### src/hw/optics_ctrl_pkg.sv
// optics control shared types
// bus, CFP pin and MDIO command structs plus register map constants
`default_nettype none

package optics_ctrl_pkg;

	////////////////////////////////////////
	// status register bus
	////////////////////////////////////////

	typedef struct packed {
		logic [15:0] addr;
		logic        read;
		logic        write;
		logic [31:0] wdata;
	} status_req_t;

	typedef struct packed {
		logic [31:0] rdata;
		logic        valid;	// one cycle per accepted read
	} status_rsp_t;

	////////////////////////////////////////
	// CFP pins, clean and raw
	////////////////////////////////////////

	typedef struct packed {
		logic ic_enable;	// bit 4
		logic prg_power_2;
		logic prg_power_3;
		logic tx_disable;
		logic low_power;	// bit 0
	} cfp_ctrl_t;

	typedef struct packed {
		logic alarm;	// bit 6
		logic ready;
		logic high_power;
		logic cdr_lock;
		logic rx_signal;
		logic present;
		logic in_reset;	// bit 0
	} cfp_stat_t;

	typedef struct packed {
		logic       mod_abs;	// high when no module
		logic       rx_los;
		logic [3:1] prg_alrm;	// MSA numbering starts at 1
		logic       glb_alrm;	// active low
	} cfp_pins_in_t;

	typedef struct packed {
		logic       mod_lopwr;
		logic       mod_rst;	// low holds module in reset
		logic       tx_dis;
		logic [3:1] prg_cntl;
	} cfp_pins_out_t;

	////////////////////////////////////////
	// MDIO host
	////////////////////////////////////////

	typedef enum logic [1:0] {
		op_addr     = 2'b00,
		op_write    = 2'b01,
		op_read_inc = 2'b10,
		op_read     = 2'b11
	} mdio_op_e;

	typedef struct packed {
		logic        start;	// one cycle strobe
		mdio_op_e    op;
		logic [4:0]  prtad;
		logic [4:0]  devad;
		logic [15:0] data;
	} mdio_cmd_t;

	typedef struct packed {
		logic        busy;
		logic        rdata_valid;
		logic [15:0] rdata;
	} mdio_rsp_t;

	// register offsets within the 64 word window
	localparam logic [5:0] REG_ID         = 6'h00;
	localparam logic [5:0] REG_SCRATCH    = 6'h01;
	localparam logic [5:0] REG_ENABLE     = 6'h02;
	localparam logic [5:0] REG_STATUS     = 6'h03;
	localparam logic [5:0] REG_CTRL       = 6'h04;
	localparam logic [5:0] REG_MDIO_WDATA = 6'h10;
	localparam logic [5:0] REG_MDIO_RDATA = 6'h11;
	localparam logic [5:0] REG_MDIO_ADDRS = 6'h12;
	localparam logic [5:0] REG_MDIO_CMD   = 6'h13;

	localparam logic [31:0] ID_WORD       = "OPTs";
	localparam logic [31:0] UNMAPPED_WORD = 32'h0000_0123;

	// ICs enabled, regular power, tx on, full power
	localparam cfp_ctrl_t   CTRL_RESET       = 5'b11100;
	localparam logic [14:0] MDIO_ADDRS_RESET = 15'h0001;	// port 0, device 1

endpackage

`default_nettype wire

### src/hw/cfp_pin_sync.sv
// CFP pin conditioning
// syncs status pins into clean active-high bits, maps control bits onto pins
`timescale 1ns/1ps
`default_nettype none

module cfp_pin_sync (
	input  wire logic                          clk_status,
	input  wire logic                          i_rst_n,
	input  wire optics_ctrl_pkg::cfp_pins_in_t i_pins,
	input  wire optics_ctrl_pkg::cfp_ctrl_t    i_ctrl,
	input  wire logic                          i_enable,
	output optics_ctrl_pkg::cfp_pins_out_t     o_pins,
	output optics_ctrl_pkg::cfp_stat_t         o_stat
);
	import optics_ctrl_pkg::*;

	cfp_stat_t stat_cap;	// first stage, polarity already fixed

	// pin polarities vary per signal, normalize at capture
	always_ff @(posedge clk_status) begin
		if (!i_rst_n) begin
			stat_cap <= '0;
			o_stat   <= '0;
		end else begin
			stat_cap.in_reset   <= ~i_enable;	// module reset pin follows enable
			stat_cap.present    <= ~i_pins.mod_abs;
			stat_cap.rx_signal  <= ~i_pins.rx_los;
			stat_cap.cdr_lock   <= i_pins.prg_alrm[1];
			stat_cap.high_power <= i_pins.prg_alrm[2];
			stat_cap.ready      <= i_pins.prg_alrm[3];
			stat_cap.alarm      <= ~i_pins.glb_alrm;
			o_stat              <= stat_cap;	// second sync stage
		end
	end

	// control side
	assign o_pins.prg_cntl[1] = i_ctrl.ic_enable;
	assign o_pins.prg_cntl[2] = i_ctrl.prg_power_2;
	assign o_pins.prg_cntl[3] = i_ctrl.prg_power_3;
	assign o_pins.tx_dis      = i_ctrl.tx_disable;
	assign o_pins.mod_lopwr   = i_ctrl.low_power;
	assign o_pins.mod_rst     = i_enable;	// active low reset, so 0 holds module

endmodule

`default_nettype wire

### src/hw/mdio_host.sv
// Clause 45 MDIO host
// 64 bit frame engine, MDC divider, tristate enable and read capture
`timescale 1ns/1ps
`default_nettype none

module mdio_host #(
	parameter int MDC_DIV = 500	// clk_status cycles per MDC half period
) (
	input  wire logic                       clk_status,
	input  wire logic                       i_rst_n,
	input  wire optics_ctrl_pkg::mdio_cmd_t i_cmd,
	output optics_ctrl_pkg::mdio_rsp_t      o_rsp,
	output logic                            o_mdc,
	input  wire logic                       i_mdio,
	output logic                            o_mdio,
	output logic                            o_mdio_oe
);
	import optics_ctrl_pkg::*;

	localparam int DIV_W = (MDC_DIV > 1) ? $clog2(MDC_DIV) : 1;

	logic [DIV_W-1:0] div_cnt;
	logic             tick;
	logic             mdc_rise;
	logic             mdc_fall;

	logic [63:0] frame;
	logic        cmd_is_read;
	logic [63:0] tx_sreg;
	logic [15:0] rx_sreg;
	logic [6:0]  fall_cnt;	// frame bits put on the wire so far
	logic        busy;
	logic        started;	// first falling edge of the frame seen
	logic        is_read;
	logic        rd_valid;

	////////////////////////////////////////
	// MDC generation
	////////////////////////////////////////

	assign tick     = (div_cnt == DIV_W'(MDC_DIV - 1));
	assign mdc_rise = tick & ~o_mdc;
	assign mdc_fall = tick & o_mdc;

	// free running, frames line up on the next falling edge
	always_ff @(posedge clk_status) begin
		if (!i_rst_n) begin
			div_cnt <= '0;
			o_mdc   <= 1'b0;
		end else if (tick) begin
			div_cnt <= '0;
			o_mdc   <= ~o_mdc;
		end else begin
			div_cnt <= div_cnt + 1'b1;
		end
	end

	////////////////////////////////////////
	// frame assembly
	////////////////////////////////////////

	assign cmd_is_read = (i_cmd.op == op_read) || (i_cmd.op == op_read_inc);

	always_comb begin
		frame = {32'hffff_ffff,	// preamble
			2'b00,		// ST, clause 45
			i_cmd.op,
			i_cmd.prtad,
			i_cmd.devad,
			cmd_is_read ? 2'b11 : 2'b10,	// TA, 2nd bit released on reads
			cmd_is_read ? 16'hffff : i_cmd.data};
	end

	////////////////////////////////////////
	// frame sequencing
	////////////////////////////////////////

	always_ff @(posedge clk_status) begin
		if (!i_rst_n) begin
			busy      <= 1'b0;
			started   <= 1'b0;
			fall_cnt  <= '0;
			is_read   <= 1'b0;
			rd_valid  <= 1'b0;
			o_mdio_oe <= 1'b0;
		end else begin
			rd_valid <= 1'b0;	// pulse
			if (i_cmd.start) begin
				busy     <= 1'b1;
				started  <= 1'b0;
				fall_cnt <= '0;
				is_read  <= cmd_is_read;
			end else if (busy && mdc_fall) begin
				started <= 1'b1;
				if (fall_cnt == 7'd64) begin
					// last MDC done, close the frame
					busy      <= 1'b0;
					started   <= 1'b0;
					o_mdio_oe <= 1'b0;
					rd_valid  <= is_read;
				end else begin
					fall_cnt  <= fall_cnt + 1'b1;
					// bit 47 is the second TA bit
					o_mdio_oe <= ~(is_read && (fall_cnt >= 7'd47));
				end
			end
		end
	end

	// shift paths
	always_ff @(posedge clk_status) begin
		if (i_cmd.start) begin
			tx_sreg <= frame;
		end else if (busy && mdc_fall) begin
			o_mdio  <= tx_sreg[63];	// msb first
			tx_sreg <= {tx_sreg[62:0], 1'b1};
		end
		if (started && mdc_rise) begin
			rx_sreg <= {rx_sreg[14:0], i_mdio};	// last 16 samples are the data
		end
	end

	assign o_rsp.busy        = busy;
	assign o_rsp.rdata_valid = rd_valid;
	assign o_rsp.rdata       = rx_sreg;

endmodule

`default_nettype wire

### src/hw/optics_regs.sv
// optics control register block
// status bus decode, register file, read mux and MDIO command strobes
`timescale 1ns/1ps
`default_nettype none

module optics_regs #(
	parameter logic [5:0] ADDR_PREFIX = 6'b001000
) (
	input  wire logic                         clk_status,
	input  wire logic                         i_rst_n,
	input  wire optics_ctrl_pkg::status_req_t i_req,
	output optics_ctrl_pkg::status_rsp_t      o_rsp,
	output optics_ctrl_pkg::cfp_ctrl_t        o_ctrl,
	output logic                              o_enable,
	input  wire optics_ctrl_pkg::cfp_stat_t   i_stat,
	output optics_ctrl_pkg::mdio_cmd_t        o_mdio_cmd,
	input  wire optics_ctrl_pkg::mdio_rsp_t   i_mdio_rsp,
	output logic [4:0]                        o_prtadr
);
	import optics_ctrl_pkg::*;

	status_req_t req_r;	// registered request
	logic        sel_r;	// prefix hit
	logic [5:0]  offset;

	logic [31:0] scratch;
	logic [15:0] mdio_wdata;
	logic [15:0] mdio_rdata;	// last completed read
	logic [14:0] mdio_addrs;	// {prtadr, port, device}
	logic [3:0]  cmd_bits;	// {addr, write, read_inc, read}, self clearing
	logic        mdio_busy;
	mdio_op_e    cmd_op;

	logic        rsp_valid;
	logic [31:0] rsp_rdata;

	assign offset = req_r.addr[5:0];
	// a strobe in flight counts as busy, host only flags it a cycle later
	assign mdio_busy = i_mdio_rsp.busy | (|cmd_bits);

	////////////////////////////////////////
	// request capture and decode
	////////////////////////////////////////

	always_ff @(posedge clk_status) begin
		if (!i_rst_n) begin
			req_r <= '0;
			sel_r <= 1'b0;
		end else begin
			req_r <= i_req;
			sel_r <= (i_req.addr[15:6] == {ADDR_PREFIX, 4'h0});
		end
	end

	// control registers
	always_ff @(posedge clk_status) begin
		if (!i_rst_n) begin
			o_ctrl     <= CTRL_RESET;
			o_enable   <= 1'b0;	// module held in reset
			mdio_addrs <= MDIO_ADDRS_RESET;
			cmd_bits   <= '0;
		end else begin
			cmd_bits <= '0;
			if (req_r.write && sel_r) begin
				case (offset)
					REG_ENABLE:     o_enable <= req_r.wdata[0];
					REG_CTRL:       o_ctrl   <= req_r.wdata[4:0];
					REG_MDIO_ADDRS: if (!mdio_busy) mdio_addrs <= req_r.wdata[14:0];
					REG_MDIO_CMD:   if (!mdio_busy) cmd_bits <= req_r.wdata[3:0];
					default:        ;
				endcase
			end
		end
	end

	// data registers
	always_ff @(posedge clk_status) begin
		if (req_r.write && sel_r && offset == REG_SCRATCH)
			scratch <= req_r.wdata;
		if (req_r.write && sel_r && offset == REG_MDIO_WDATA && !mdio_busy)
			mdio_wdata <= req_r.wdata[15:0];
		if (i_mdio_rsp.rdata_valid)
			mdio_rdata <= i_mdio_rsp.rdata;	// hold until next read completes
	end

	////////////////////////////////////////
	// read mux
	////////////////////////////////////////

	always_ff @(posedge clk_status) begin
		if (!i_rst_n) begin
			rsp_valid <= 1'b0;
		end else begin
			rsp_valid <= req_r.read & sel_r;	// other prefixes get no reply
		end
	end

	always_ff @(posedge clk_status) begin
		if (req_r.read && sel_r) begin
			case (offset)
				REG_ID:         rsp_rdata <= ID_WORD;
				REG_SCRATCH:    rsp_rdata <= scratch;
				REG_ENABLE:     rsp_rdata <= {31'b0, o_enable};
				REG_STATUS:     rsp_rdata <= {25'b0, i_stat};
				REG_CTRL:       rsp_rdata <= {27'b0, o_ctrl};
				REG_MDIO_WDATA: rsp_rdata <= {16'b0, mdio_wdata};
				REG_MDIO_RDATA: rsp_rdata <= {i_mdio_rsp.busy, 15'b0, mdio_rdata};
				REG_MDIO_ADDRS: rsp_rdata <= {17'b0, mdio_addrs};
				REG_MDIO_CMD:   rsp_rdata <= {28'b0, cmd_bits};
				default:        rsp_rdata <= UNMAPPED_WORD;
			endcase
		end
	end

	assign o_rsp.valid = rsp_valid;
	assign o_rsp.rdata = rsp_rdata;

	////////////////////////////////////////
	// MDIO command
	////////////////////////////////////////

	// lowest set bit wins
	always_comb begin
		if (cmd_bits[0])
			cmd_op = op_read;
		else if (cmd_bits[1])
			cmd_op = op_read_inc;
		else if (cmd_bits[2])
			cmd_op = op_write;
		else
			cmd_op = op_addr;
	end

	assign o_mdio_cmd.start = |cmd_bits;
	assign o_mdio_cmd.op    = cmd_op;
	assign o_mdio_cmd.prtad = mdio_addrs[9:5];
	assign o_mdio_cmd.devad = mdio_addrs[4:0];
	assign o_mdio_cmd.data  = mdio_wdata;
	assign o_prtadr         = mdio_addrs[14:10];	// usually matches prtad

endmodule

`default_nettype wire

### src/hw/optics_ctrl_top.sv
// optics control top level
// joins the register block, CFP pin conditioning and the MDIO host
`timescale 1ns/1ps
`default_nettype none

module optics_ctrl_top #(
	parameter logic [5:0] ADDR_PREFIX = 6'b001000,	// window 0x2000-0x203f
	parameter int         MDC_DIV     = 500
) (
	input  wire logic                          clk_status,
	input  wire logic                          i_rst_n,
	input  wire optics_ctrl_pkg::status_req_t  i_status_req,
	output optics_ctrl_pkg::status_rsp_t       o_status_rsp,
	input  wire optics_ctrl_pkg::cfp_pins_in_t i_cfp_pins,
	output optics_ctrl_pkg::cfp_pins_out_t     o_cfp_pins,
	output logic                               o_mdc,
	input  wire logic                          i_mdio,
	output logic                               o_mdio,
	output logic                               o_mdio_oe,
	output logic [4:0]                         o_prtadr
);
	import optics_ctrl_pkg::*;

	cfp_ctrl_t cfp_ctrl;
	cfp_stat_t cfp_stat;
	logic      module_enable;
	mdio_cmd_t mdio_cmd;
	mdio_rsp_t mdio_rsp;

	optics_regs #(
		.ADDR_PREFIX(ADDR_PREFIX)
	) i_optics_regs (
		.clk_status(clk_status),
		.i_rst_n   (i_rst_n),
		.i_req     (i_status_req),
		.o_rsp     (o_status_rsp),
		.o_ctrl    (cfp_ctrl),
		.o_enable  (module_enable),
		.i_stat    (cfp_stat),
		.o_mdio_cmd(mdio_cmd),
		.i_mdio_rsp(mdio_rsp),
		.o_prtadr  (o_prtadr)
	);

	cfp_pin_sync i_cfp_pin_sync (
		.clk_status(clk_status),
		.i_rst_n   (i_rst_n),
		.i_pins    (i_cfp_pins),
		.i_ctrl    (cfp_ctrl),
		.i_enable  (module_enable),
		.o_pins    (o_cfp_pins),
		.o_stat    (cfp_stat)
	);

	mdio_host #(
		.MDC_DIV(MDC_DIV)
	) i_mdio_host (
		.clk_status(clk_status),
		.i_rst_n   (i_rst_n),
		.i_cmd     (mdio_cmd),
		.o_rsp     (mdio_rsp),
		.o_mdc     (o_mdc),
		.i_mdio    (i_mdio),
		.o_mdio    (o_mdio),
		.o_mdio_oe (o_mdio_oe)
	);

endmodule

`default_nettype wire

### config.mk
export PLATFORM = sky130hd
export DESIGN_NAME = optics_ctrl_top
export DESIGN_NICKNAME = d
export VERILOG_FILES = /design/src/hw/optics_ctrl_pkg.sv /design/src/hw/cfp_pin_sync.sv /design/src/hw/mdio_host.sv /design/src/hw/optics_regs.sv /design/src/hw/optics_ctrl_top.sv
export SDC_FILE = /design/constraint.sdc
export NUM_CORES = 1
export LEC_CHECK = 0
export ABC_AREA = 1
export BUFFER_PORTS_ARGS = -buffer_cell sky130_fd_sc_hd__buf_4
export CAP_MARGIN = 20
export CORE_MARGIN = 8
export CORE_UTILIZATION = 45
export DETAILED_ROUTE_END_ITERATION = 7
export SYNTH_ARGS = -nofsm -noshare
export SYNTH_HDL_FRONTEND = slang
export SYNTH_SLANG_ARGS = --single-unit
export TNS_END_PERCENT = 5
### constraint.sdc
create_clock -name clk_status -period 5.9 [get_ports clk_status]
set_input_delay 1.18 -clock clk_status [delete_from_list [all_inputs] [get_ports clk_status]]
set_output_delay 1.18 -clock clk_status [all_outputs]
set_load 0.005 [all_outputs]
==> impl_metrics.tcl <==
set metrics [dict create \
    status "finished, final reports clean" \
    p_total_uw 4120 \
    clk_pin_slew_ns 0.06 \
    regToRegStartpoint "i_optics_regs.offset[0]$_SDFF_PN0_" \
    final_common_cell "nand2_1" \
    cts_tree "built" \
    p_comb_frac 0.027 \
    holdBufCountCts 0 \
    cp_cell_sequence "inv_2 -> nor2_1 -> nand2_1 -> nor2_4 -> inv_2 -> nor2_2 -> buf_4" \
    multi_input_area_um2 2500 \
    track_usage 0.155 \
    portBuffers 105 \
    die_h_um 167 \
    use_met1 0.210 \
    num_rows 55 \
    synth_top_cell_area_share 0.417 \
    syn_avg_cell_area_um2 10.5 \
    slew-limit-headroom 0.300 \
    synth_nets 1045 \
    drv_cap 0 \
    arrival_ns 3.01 \
    dieArea_um2 28000 \
    tns_ns 0 \
    p_switching_uw 805 \
    max_stage_delay_ns 0.56 \
    fin_crit_ns 2.82 \
    hold_path_class "flop to flop" \
    yosysSeqAreaShare 0.684 \
    place_area_um2 11300 \
    place_congestion 0.777 \
    startpoint_type "flop" \
    start_util 0.456 \
    worst_pin_slew_ns 1.05 \
    syn2layout_area_growth_pct 19.9 \
    fillers 1989 \
    crit_required_ns 6.09 \
    grt-ovfl-total 0 \
    post-cts-setup-buffers 0 \
    synth.area.top_cells "edfxtp_1 42%, dfxtp_1 27%, nand2_1 8.8%" \
    async_flop_share 0 \
    cp-startpoint "i_optics_regs.offset[0]$_SDFF_PN0_" \
    path_class "flop to flop" \
    antenna_found_initial 0 \
    slowest_stage "nor2_4" \
    finalSetupViolCount 0 \
    clk_latency_ns 0.53 \
    end_kind "flop" \
    worstPathMaxFanout 25 \
    clk_path_buf_depth 3 \
    layout_common_cells "240 x nand2_1, 151 x inv_1, 143 x edfxtp_1" \
    p_leak_uw 0.00552 \
    path_depth 7 \
    worstReg2RegEnd "i_optics_regs.scratch[10]$_DFFE_PP_" \
    drive_above_1_share 0.183 \
    p_int_uw 3320 \
    drc_errors 0 \
    nets 1156 \
    hold_ws_ns 0.403 \
    grt_max_degree 44 \
    reg2reg_slack_ns 3.08 \
    yosysUniqueCellTypes 38 \
    maxSlewViolCount 0 \
    hpwl_um 14600 \
    syn_inst 983 \
    yosysWarnings 0 \
    endpoint "i_optics_regs.scratch[10]$_DFFE_PP_" \
    io_pins 106 \
    p_per_area_nw_per_um2 334 \
    pwr-share-clk 0.471 \
    crit_top_cell "inv_2" \
    regArea_um2 7040 \
    ys_ff_latch 280 \
    design_area_um2 12300 \
    critPathBufInv 3 \
    grt.met3_usage 0.0355 \
    r2r_cells 7 \
    fmax_mhz 355 \
    htree_num_levels 1 \
    ir_drop_v 0.000173 \
    synth_area_um2 10300 \
    grt_pass1_vias 6665 \
    drt_wl_total_um 21900 \
    synth_edf_count 143 \
    pwr-share-seq 0.502 \
    antenna-diode-count 0 \
    drt_iter0_drc 510 \
    grt_pass1_wl_um 35200 \
    use_met2 0.249 \
    wire_per_inst_um 15.6 \
    rsz0062_at_grt "false" \
    fin_skew_ns 0.00674 \
    ctsResizeCount 0 \
    die_w_um 167 \
    finalHoldViolCount 0 \
    drt_first_pass_iters 5 \
    synthFlopType "edfxtp_1" \
    vias_per_cell 4.76 \
    vias 6663 \
    core-area_um2 22600 \
    period_share 0.478 \
    route.antenna.remaining_nets 0 \
    yosysTopAreaCell "edfxtp_1" \
    crit_family "simple AND/OR/NAND/NOR gates" \
    clock-root-buffer "clkbuf_16" \
    grt.busiest_layer "met2" \
    numCtsBuffers 28 \
    clock-sinks 280 \
    p_sw_frac 0.195 \
]
[layout make-up]
class | count | area share
sequential | 280 | 0.571
clock inverter | 15 | 0.0188
timing repair buffer | 109 | 0.0663
clock buffer | 37 | 0.0646
inverter | 159 | 0.0484
tap | 285 | 0.0289
multi-input combinational | 516 | 0.202
[per-layer routing]
layer	up-vias	wire (µm)
met5	-	0
met4	0	310
met3	21	1460
met2	191	10000
met1	3061	10100
li1	3390	-
[sequential cells by signal, indices dropped and copies added (netlist names), 4 cells and up]
name,flops
i_optics_regs.rsp_rdata,32
i_mdio_host.fall_cnt,7
i_optics_regs.mdio_addrs,15
i_cfp_pin_sync.o_stat,7
i_optics_regs.mdio_wdata,16
i_mdio_host.div_cnt,9
i_optics_regs.offset,6
i_optics_regs.scratch,32
i_optics_regs.o_ctrl,5
i_mdio_host.tx_sreg,64
i_optics_regs.req_r,34
i_optics_regs.cmd_bits,4
i_cfp_pin_sync.stat_cap,7
i_optics_regs.mdio_rdata,16
i_mdio_host.rx_sreg,16
[worst reg2reg max path, delay by kind of cell (launching register included)]
family	cells	cell delay [ns]
buf+inv	3	0.70
flops	1	0.49
simple gates	4	1.28
[worst min-delay path by stage]
stage | start | end | slack [ns] | depth (start not counted)
4_1_cts | i_optics_regs.req_r[17]$_SDFF_PN0_ | i_optics_regs.scratch[17]$_DFFE_PP_ | 0.40 | 0
6_report | i_optics_regs.req_r[20]$_SDFF_PN0_ | i_optics_regs.scratch[20]$_DFFE_PP_ | 0.40 | 0
3_3_place_gp | i_optics_regs.req_r[16]$_SDFF_PN0_ | i_optics_regs.scratch[16]$_DFFE_PP_ | 0.39 | 0
2_1_floorplan | i_optics_regs.req_r[16]$_SDFF_PN0_ | i_optics_regs.scratch[16]$_DFFE_PP_ | 0.39 | 0
3_5_place_dp | i_optics_regs.req_r[17]$_SDFF_PN0_ | i_optics_regs.scratch[17]$_DFFE_PP_ | 0.39 | 0
5_1_grt | i_optics_regs.req_r[17]$_SDFF_PN0_ | i_optics_regs.scratch[17]$_DFFE_PP_ | 0.41 | 0
[power groups by stage]
stage | sequential (µW) | clock [µW] | combinational [µW]
6_report | 2070 | 1940 | 113
5_1_grt | 2070 | 2050 | 128
4_1_cts | 2070 | 1980 | 114
3_5_place_dp | 2110 | 0 | 113
3_3_place_gp | 2110 | 0 | 112
2_1_floorplan | 2110 | 0 | 59.9
[cell families after synthesis]
kind of cell / synth area share
DFF: 0.684
and+or+nand+nor: 0.169
AOI/OAI and AO/OA: 0.0648
adders and majority gates: 0.00365
xor gates and xnor gates: 0.00426
buffers and inverters: 0.0747
[cells in the mapped netlist, drive strengths merged (2+ instances only)]
cell	instances
o21ai	17
edfxtp	143
clkinv	2
and3	2
o22ai	2
a22oi	40
nor3b	2
nand2	244
clkbuf	10
a21oi	41
nand3	26
o2111ai	2
inv	157
nor4	2
or2	4
dfxtp	137
nor2	105
o211ai	4
buf	18
nand4	7
nor3	7
xor2	4
ha	3
[metrics by stage]
stage / std cells / worst slack [ns] / util
global placement: 1349 / 3.10 / 0.501
floorplan: 983 / 3.16 / -
finish: 1401 / 3.08 / 0.546
detailed placement: 1349 / 3.07 / 0.501
global route: 1401 / 2.85 / 0.546
CTS: 1401 / 3.06 / 0.546
Note: power is estimated with default switching activity, not from simulation.
